===== config.mk =====
export PLATFORM = sky130hd
export DESIGN_NAME = memTop
export DESIGN_NICKNAME = d
export VERILOG_FILES = /design/src/design/memPkg.sv /design/src/design/memReqIf.sv /design/src/design/clkPhaseSeq.sv /design/src/design/memBusDecode.sv /design/src/design/memStatusReg.sv /design/src/design/ssramCtrl.sv /design/src/design/memTop.sv
export SDC_FILE = /design/constraint.sdc
export NUM_CORES = 1
export LEC_CHECK = 0
export ABC_CLOCK_PERIOD_IN_PS = 2100
export BUFFER_PORTS_ARGS = -buffer_cell sky130_fd_sc_hd__buf_2
export CAP_MARGIN = 20
export CORE_MARGIN = 1
export CORE_UTILIZATION = 30
export DETAILED_ROUTE_END_ITERATION = 10
export GPL_TIMING_DRIVEN = 0
export PLACE_DENSITY_LB_ADDON = 0.05
export SLEW_MARGIN = 20
export SYNTH_ARGS = -nofsm -noshare
export SYNTH_HDL_FRONTEND = slang
export SYNTH_HIERARCHICAL = 1
export SYNTH_SLANG_ARGS = --single-unit
export TNS_END_PERCENT = 30

===== constraint.sdc =====
create_clock -name clkR -period 2.1 [get_ports clkR]
set_clock_uncertainty 0.1 [all_clocks]
set_input_delay 0.315 -clock clkR [delete_from_list [all_inputs] [get_ports clkR]]
set_output_delay 0.315 -clock clkR [all_outputs]
set_load 0.02 [all_outputs]

===== src/design/memPkg.sv =====
// Memory subsystem shared definitions
package memPkg;

   ////////////////////////////////////////
   // Word types, big-endian bit numbering
   ////////////////////////////////////////

   // Backplane data or flagged address word
   typedef logic [0:35] busWord;

   // IO register address, low half of the word
   typedef logic [18:35] ioAddr;

   // Physical memory address, 1M words
   typedef logic [16:35] memAddr;

   // Backplane device number
   typedef logic [0:3] devNum;

   // One-hot clock phase, phase 1 in bit 1
   typedef logic [1:4] phaseVec;

   ////////////////////////////////////////
   // Address word fields
   ////////////////////////////////////////

   // Cycle flags in the left half
   localparam int flagRead   = 3;
   localparam int flagWrTest = 4;
   localparam int flagWrite  = 5;
   localparam int flagIo     = 6;
   localparam int flagPhys   = 8;
   localparam int flagAcRef  = 13;

   // Device number field
   localparam int devFirst = 14;
   localparam int devLast  = 17;

   // Address fields, both end at the last bit
   localparam int memAddrFirst = 16;
   localparam int ioAddrFirst  = 18;
   localparam int wordLast     = 35;

   ////////////////////////////////////////
   // Status register bit positions
   ////////////////////////////////////////

   localparam int statBitPe = 3;   // Parity error, read and write
   localparam int statBitEe = 4;   // ECC enable, read only
   localparam int statBitPf = 12;  // Power failure, clear only
   localparam int statBitEd = 35;  // ECC disable, write only

endpackage


===== src/design/memReqIf.sv =====
// Decoded bus cycle interface
`timescale 1ns/1ps

interface memReqIf;

   // Memory read, not IO
   logic memRead;

   // Memory write, not IO and not an AC reference
   logic memWrite;

   // Write of our own status register
   logic msrWrite;

   // Physical SRAM word address
   memPkg::memAddr addr;

   // Write data straight from the bus
   memPkg::busWord wrData;

   // Decoder side
   modport src (
      output memRead,
      output memWrite,
      output msrWrite,
      output addr,
      output wrData
   );

   // Status register and SRAM controller side
   modport sink (
      input memRead,
      input memWrite,
      input msrWrite,
      input addr,
      input wrData
   );

endinterface


===== src/design/clkPhaseSeq.sv =====
// Four-phase clock sequencer
`timescale 1ns/1ps

module clkPhaseSeq (
   input  logic            clkR,
   input  logic            rst,
   output memPkg::phaseVec phase
);

   ////////////////////////////////////////
   // Phase rotation
   ////////////////////////////////////////

   memPkg::phaseVec phaseQ;

   // Start in phase 1 and step once per clock
   always_ff @(posedge clkR or posedge rst)
   begin
      if (rst)
      begin
         phaseQ <= 4'b1000;
      end
      else
      begin
         // Phase 4 wraps around to phase 1
         phaseQ <= {phaseQ[4], phaseQ[1:3]};
      end
   end

   assign phase = phaseQ;

   ////////////////////////////////////////
   // Checks
   ////////////////////////////////////////

   // SRAM strobes downstream depend on exactly one phase being active
   phaseOneHot : assert property (
      @(posedge clkR) disable iff (rst) $onehot(phaseQ)
   );

endmodule


===== src/design/memBusDecode.sv =====
// Backplane bus cycle decoder
`timescale 1ns/1ps

module memBusDecode #(
   parameter memPkg::devNum memDev  = 4'd0,
   parameter memPkg::ioAddr msrAddr = 18'o100000
) (
   input  logic           busReq,
   input  memPkg::busWord busAddr,
   input  memPkg::busWord busDataIn,
   input  memPkg::busWord ssramRdData,
   input  memPkg::busWord statWord,
   output logic           busAck,
   output memPkg::busWord busDataOut,
   memReqIf.src           req
);

   ////////////////////////////////////////
   // Address word fields
   ////////////////////////////////////////

   logic          busRead;
   logic          busWrTest;
   logic          busWrite;
   logic          busIo;
   logic          busAcRef;
   memPkg::devNum busDev;
   memPkg::ioAddr busIoAddr;

   // Cycle flags
   assign busRead   = busAddr[memPkg::flagRead];
   assign busWrTest = busAddr[memPkg::flagWrTest];
   assign busWrite  = busAddr[memPkg::flagWrite];
   assign busIo     = busAddr[memPkg::flagIo];
   assign busAcRef  = busAddr[memPkg::flagAcRef];

   // Device and IO register address
   assign busDev    = busAddr[memPkg::devFirst:memPkg::devLast];
   assign busIoAddr = busAddr[memPkg::ioAddrFirst:memPkg::wordLast];

   ////////////////////////////////////////
   // Cycle classification
   ////////////////////////////////////////

   logic msrSel;
   logic msrRead;
   logic memCycle;

   // Our device number and the status register address
   assign msrSel = busIo && (busDev == memDev) && (busIoAddr == msrAddr);

   // Status register read
   assign msrRead = busReq && busRead && msrSel;

   // Any memory cycle including AC references
   assign memCycle = busReq && !busIo && (busRead || busWrite || busWrTest);

   // Decoded cycle toward the status register and the SRAM
   assign req.memRead  = busReq && busRead && !busIo;
   assign req.memWrite = busReq && busWrite && !busIo && !busAcRef;
   assign req.msrWrite = busReq && busWrite && msrSel;
   assign req.addr     = busAddr[memPkg::memAddrFirst:memPkg::wordLast];
   assign req.wrData   = busDataIn;

   ////////////////////////////////////////
   // Acknowledge and read data
   ////////////////////////////////////////

   assign busAck = msrRead || memCycle;

   // SRAM data for memory, status word for the register, else zero
   always_comb
   begin
      if (memCycle)
         busDataOut = ssramRdData;
      else if (msrRead)
         busDataOut = statWord;
      else
         busDataOut = '0;
   end

endmodule


===== src/design/memStatusReg.sv =====
// Memory status register
`timescale 1ns/1ps

module memStatusReg (
   input  logic           clkR,
   input  logic           rst,
   memReqIf.sink          req,
   output memPkg::busWord statWord
);

   ////////////////////////////////////////
   // Status bits
   ////////////////////////////////////////

   logic statPe;  // Parity error
   logic statEe;  // ECC enable
   logic statPf;  // Power failure

   // Power-up state, ECC on and power fail flagged
   always_ff @(posedge clkR or posedge rst)
   begin
      if (rst)
      begin
         statPe <= 1'b0;
         statEe <= 1'b1;
         statPf <= 1'b1;
      end
      else if (req.msrWrite)
      begin
         // PE is plain read and write
         statPe <= req.wrData[memPkg::statBitPe];
         // PF can only be cleared by software
         statPf <= statPf && req.wrData[memPkg::statBitPf];
         // Writing ED disables ECC, so EE reads inverted
         statEe <= !req.wrData[memPkg::statBitEd];
      end
   end

   ////////////////////////////////////////
   // Read word
   ////////////////////////////////////////

   // Unimplemented fields read as zero
   always_comb
   begin
      statWord                    = '0;
      statWord[memPkg::statBitPe] = statPe;
      statWord[memPkg::statBitEe] = statEe;
      statWord[memPkg::statBitPf] = statPf;
   end

endmodule


===== src/design/ssramCtrl.sv =====
// Synchronous SRAM strobe controller
`timescale 1ns/1ps

module ssramCtrl (
   input  logic            clkR,
   input  logic            rst,
   input  memPkg::phaseVec phase,
   memReqIf.sink           req,
   output memPkg::memAddr  ssramAddr,
   output logic            ssramWeN,
   output logic            ssramOeN,
   output memPkg::busWord  ssramDataOut,
   output logic            ssramDataOe
);

   ////////////////////////////////////////
   // Strobes, one phase ahead
   ////////////////////////////////////////

   logic weNext;
   logic oeNext;
   logic dataOeNext;

   // Write strobe in phase 2, set up during phase 1
   assign weNext = !(req.memWrite && phase[1]);

   // Output enable in phase 4, set up during phase 3
   assign oeNext = !(req.memRead && phase[3]);

   // Drive write data through phases 2 to 4
   assign dataOeNext = req.memWrite && (phase[1] || phase[2] || phase[3]);

   always_ff @(posedge clkR or posedge rst)
   begin
      if (rst)
      begin
         ssramWeN    <= 1'b1;
         ssramOeN    <= 1'b1;
         ssramDataOe <= 1'b0;
      end
      else
      begin
         ssramWeN    <= weNext;
         ssramOeN    <= oeNext;
         ssramDataOe <= dataOeNext;
      end
   end

   // Address and data registered alongside the strobes
   always_ff @(posedge clkR)
   begin
      ssramAddr    <= req.addr;
      ssramDataOut <= req.wrData;
   end

   ////////////////////////////////////////
   // Checks
   ////////////////////////////////////////

   // Write and read strobes never overlap
   strobeExclusive : assert property (
      @(posedge clkR) disable iff (rst) !(!ssramWeN && !ssramOeN)
   );

   // No bus contention with the SRAM driving read data
   dataContention : assert property (
      @(posedge clkR) disable iff (rst) !(ssramDataOe && !ssramOeN)
   );

endmodule


===== src/design/memTop.sv =====
// Memory subsystem top level
`timescale 1ns/1ps

module memTop #(
   parameter memPkg::devNum memDev  = 4'd0,
   parameter memPkg::ioAddr msrAddr = 18'o100000
) (
   input  logic            clkR,
   input  logic            rst,
   input  logic            busReq,
   input  memPkg::busWord  busAddr,
   input  memPkg::busWord  busDataIn,
   output logic            busAck,
   output memPkg::busWord  busDataOut,
   output memPkg::phaseVec clkPhase,
   output memPkg::memAddr  ssramAddr,
   output logic            ssramWeN,
   output logic            ssramOeN,
   output memPkg::busWord  ssramDataOut,
   output logic            ssramDataOe,
   input  memPkg::busWord  ssramDataIn
);

   ////////////////////////////////////////
   // Internal connections
   ////////////////////////////////////////

   // Decoded bus cycle
   memReqIf req ();

   // Status register read word
   memPkg::busWord statWord;

   ////////////////////////////////////////
   // Blocks
   ////////////////////////////////////////

   // Phase sequencer, also seen by the bus master
   clkPhaseSeq uPhaseSeq (
      .clkR  (clkR),
      .rst   (rst),
      .phase (clkPhase)
   );

   // Bus decode, acknowledge and read mux
   memBusDecode #(
      .memDev  (memDev),
      .msrAddr (msrAddr)
   ) uBusDecode (
      .busReq      (busReq),
      .busAddr     (busAddr),
      .busDataIn   (busDataIn),
      .ssramRdData (ssramDataIn),
      .statWord    (statWord),
      .busAck      (busAck),
      .busDataOut  (busDataOut),
      .req         (req.src)
   );

   // PE, EE and PF bits
   memStatusReg uStatusReg (
      .clkR     (clkR),
      .rst      (rst),
      .req      (req.sink),
      .statWord (statWord)
   );

   // SRAM strobes and write path
   ssramCtrl uSsramCtrl (
      .clkR         (clkR),
      .rst          (rst),
      .phase        (clkPhase),
      .req          (req.sink),
      .ssramAddr    (ssramAddr),
      .ssramWeN     (ssramWeN),
      .ssramOeN     (ssramOeN),
      .ssramDataOut (ssramDataOut),
      .ssramDataOe  (ssramDataOe)
   );

endmodule


After elaboration in Yosys (flattened, before gate mapping)
Index checks and enable logic that the tools add are counted.
{"block": "word_totals", "wordCells": 38, "inputBits": 111, "reg_bits": 66, "output_inout_bits": 100}
{"block": "classes", "eq_ne": 1, "n_reduce_logical": 26, "muxes": 2}
{"op": "two-way mux 36 bit", "count": 1}
{"op": "two-way mux 33 bit", "count": 1}
{"op": "== test 18 x 16 -> 1 bit, second input constant", "count": 1}
{"op": "logical AND 1 bit", "count": 15}
{"op": "zero test 1 bit", "count": 5}
{"op": "logical OR 1 bit", "count": 5}
{"op": "zero test 4 bit", "count": 1}

Depth between registers and ports, before layout
{"block": "logic_depth", "word_depth": 6, "ltp_mapped": 5, "depth_no_buf": 5}

Hierarchy
Netlist, hierarchy kept.
{"mod": "ssramCtrl", "area_per_inst_um2": 1218.7, "seq_area_each_um2": 1198.6, "instances": 1, "cells_each": 63}
{"mod": "memBusDecode", "area_per_inst_um2": 972.2, "seq_area_each_um2": 0.0, "instances": 1, "cells_each": 115}
{"mod": "memStatusReg", "area_per_inst_um2": 390.4, "seq_area_each_um2": 77.6, "instances": 1, "cells_each": 46}
{"mod": "clkPhaseSeq", "area_per_inst_um2": 105.1, "seq_area_each_um2": 101.3, "instances": 1, "cells_each": 5}

Worst setup path before layout
Ideal clock, no wire load.
{"block": "synth_path", "kind": "input to output", "from": "in busAddr[12]", "to": "out busDataOut[31]", "required_ns": 1.685, "arrival_time_ns": 1.544, "n_path_buf": 1, "slack_ns": 0.141, "path_stages": 5, "path_cell_list": "nor4b_2 > nand4_2 > nor3_4 > buf_6 > a22o_1"}
{"block": "synth_via", "elab_chain_cells": 5}
{"item": "from (decl)", "line_no": "memTop.sv:11", "source": "input memPkg::busWord busAddr,"}
{"item": "== test 18 x 16 -> 1 bit", "line_no": "memBusDecode.sv:50", "source": "assign msrSel = busIo && (busDev == memDev) && (busIoAddr == msrAddr);"}
{"item": "logical AND 1 bit", "line_no": "memBusDecode.sv:50"}
{"item": "logical AND 1 bit", "line_no": "memBusDecode.sv:53", "source": "assign msrRead = busReq && busRead && msrSel;"}
{"item": "two-way mux 33 bit", "line_no": "memBusDecode.sv:76", "source": "else if (msrRead)"}
{"item": "two-way mux 36 bit", "line_no": "memBusDecode.sv:74", "source": "if (memCycle)"}
{"item": "to (decl)", "line_no": "memTop.sv:14", "source": "output memPkg::busWord busDataOut,"}
No other way between the ends.

Worst setup path after layout
{"block": "layout_path", "from": "in busAddr[12]", "to": "out busDataOut[32]"}
Same word-level chain as after synthesis.

==> results.yml <==
grt:
  grt_start_max_net_pins: 11
  grt_pass1_vias: 2294
  grt_overflow: 0
  antenna_found_initial: 0
  grt_util_all_layers_pct: 13.7
  grt_pass1_wl_um: 10200
worst_setup_path:
  crit_top_cell: "buf_2"
  r2r_start: "uPhaseSeq/phase[2]$_DFF_PP0_"
  rrSetupSlack_ns: 1.18
  cp_top_family: "simple AND/OR/NAND/NOR gates"
  crit_buf_inv: 3
  crit_start: "busAddr[12]"
  max_stage_delay_ns: 0.33
  critPathMaxFanout: 10
  start_kind: "input port"
  worst_r2r_endpoint: "uSsramCtrl/ssramDataOe$_DFF_PP0_"
  end_kind: "output pin"
  cp_cell_sequence: "buf_2 -> nor4b_2 -> nand4_2 -> nor3_4 -> buf_6 -> a22o_1 -> buf_2"
  crit_end: "busDataOut[32]"
  reg2regPathDepth: 1
  required_ns: 1.68
  cp_num_cells: 7
  critPathArrivalTime_ns: 1.62
  slowest_stage: "nor4b_2"
  crit_type: "in2out"
drt:
  drt_iter0_drc: 26
  routed_wl_um: 6210
  wire_per_inst_um: 10.5
  vias: 2222
  ant_nets: 0
  viasPerCell: 3.76
  drtPass1Iterations: 4
  drc: 0
layout:
  diodes: 0
  utilization_pct: 50.5
  areaGrowthSynthToFinish_pct: 63.2
  fin_nets: 590
  drive_gt1_share_pct: 66.9
  layout.cells.non_filler: 591
timing:
  max_slew.worst_pin.slew_ns: 0.490
  hold_viol: 0
  slew_violations: 0
  period_share_pct: 96.9
  layout_min_cycle_time_ns: 2.04
  postLayoutSetupSlackWorst_ns: 0.0646
  setup_viol: 0
  maxSlewHeadroom_pct: 67.1
  fmax_ghz: 0.491
  whs_ns: 0.0794
  rsz0062_at_grt: "yes"
synth:
  synth_cell_types: 25
  ys_warn_count: 6
  yosysMostFrequentCell: "buf_4"
  synth_top_family_by_area: "buffers and inverters"
  async_reset_ff_share_pct: 15.2
  synth_compound_area_share_pct: 13.9
  synth_area_um2: 2690
  synthSimpleGateAreaFrac_pct: 6.19
  synth_fa_ha_area_share_pct: 0
  netlist_top_cells_count: "buf_4, dfxtp_1, a22o_2"
  synth_edf_count: 0
  syn-mean-instance-area_um2: 11.7
  synthCells: 229
  synth_xor_xnor_area_share_pct: 0
  synth_seq_cells: 66
  ys.flop_type: "dfxtp_1"
  seq_area_frac_synth_pct: 51.3
  synth_top_area_share_pct: 41.7
  muxShareOfSynthArea_pct: 0.559
  ys_top_cells_by_area: "dfxtp_1, buf_4, a22o_2"
  synth_top_cell_by_area: "dfxtp_1"
placement:
  place_congestion: 0.663
  place_ws_ns: -0.328
  dp_cells: 534
  dpl.hpwl_um: 4680
  portBuffers: 165
floorplan:
  core_area_um2: 8680
  die_height_um: 96.6
  dieWidth_um: 96.6
  rows: 34
  initial_core_util_pct: 31.0
  die-area_um2: 9340
  io_pins: 211
power:
  finalPower_mw: 2.85
  p_leak_nw: 2.40
  power_density_nw_per_um2: 651
  peakVddDrop_v: 0.000492
clocking:
  cts_tree: "yes"
  htree_levels: 3
  root_buffer: "clkbuf_8"
  clkTransAtPathRegs_ns: 0.07
  numCtsBuffers: 9
  clk_path_buf_depth: 2
  clkLatencyLatePin_ns: 0.32
  cts.sinks: 66
run_status:
  status: "completed"
run:
  max-cap-violations: 0
hold_path:
  hold_path.class: "in2reg"
-- per-stage QoR --
stage	instance area (um^2)	TNS, ns
2_1_floorplan	2810	0
3_3_place_gp	3770	-4.80
3_5_place_dp	3770	-5.99
4_1_cts	4350	0
5_1_grt	4380	-0.0352
6_report	4380	0
-- worst min-delay path by stage --
stage / start / endpoint / slack, ns / cells after the start
after CTS: busAddr[15] / uSsramCtrl/ssramAddr[15]$_DFF_P_ / 0.06 / 2
after global placement: rst / uSsramCtrl/ssramDataOe$_DFF_PP0_ / 0.11 / 2
after detailed placement: rst / uSsramCtrl/ssramDataOe$_DFF_PP0_ / 0.11 / 2
final: busAddr[15] / uSsramCtrl/ssramAddr[15]$_DFF_P_ / 0.08 / 2
after floorplan: rst / uSsramCtrl/ssramDataOe$_DFF_PP0_ / -0.03 / 1
after global routing: busAddr[15] / uSsramCtrl/ssramAddr[15]$_DFF_P_ / 0.06 / 2
-- power breakdown --
group	switching (mW)	leakage [nW]	total, mW	internal, mW
registers	0.0105	0.594	1.32	1.31
logic	0.232	1.71	0.520	0.287
clock network	0.440	0.0962	1.01	0.571
total	0.683	2.40	2.85	2.17
-- per-layer routing --
metal	vias to the layer above	routed length (um)	global-route usage [%]
met1	945	2320	13.8
li1	1151	-	-
met5	-	0	0
met2	117	3170	24.6
met3	9	617	5.42
met4	0	100	6.43
-- final cells by class --
class	count	area (um^2)
multi-input combinational	93	684
inverter	4	15.0
tap	108	135
sequential	66	1380
fill	855	4300
buffer	98	739
clock buffer	12	145
timing repair buffer	207	1250
clock inverter	3	40.0
-- timing repair --
action,4_1_cts,5_1_grt
endpoints found under the hold margin,46,0
gates resized for setup,4,0
hold buffers,37,0
pin swaps,1,1
buffers inserted,2,3
setup endpoints to repair,32,30
-- placed cells by master, fill, tap and decap left out --
cell and count:
nor4_1 2, a22o_1 7, mux2_4 1, clkbuf_1 2, clkinv_2 2, dfxtp_1 56
clkbuf_8 10, buf_4 96, buf_12 1, nand4_2 1, nor3_1 4, dfstp_2 5
conb_1 33, nor4b_4 1, o31a_1 1, inv_1 4, clkbuf_2 3, nand2_1 5
a22o_2 29, a21oi_1 1, a21boi_0 1, dfrtp_1 5, nor4b_2 1, dlygate4sd3_1 37
nor2_1 2, nor3_4 1, bufinv_16 1, or2_2 1, buf_6 3, nor4_4 1
buf_2 165, nor3b_4 1
-- kinds of logic after synthesis --
logic type             count (synthesis)
AOI/OAI and AO/OA                     39
buffers and inverters                102
DFF                                   66
muxes                                  1
other                                  1
and+or+nand+nor                       20
-- flip-flops by register name, indices dropped and copies added (netlist names) --
name and count:
uSsramCtrl/ssramDataOut 36, uSsramCtrl/ssramAddr 20, uPhaseSeq/phase 4, uSsramCtrl/ssramDataOe 1
uSsramCtrl/ssramOeN 1, uSsramCtrl/ssramWeN 1, uStatusReg/statEe 1, uStatusReg/statPe 1
uStatusReg/statPf 1
No activity file was read; power rests on OpenSTA's default activity.
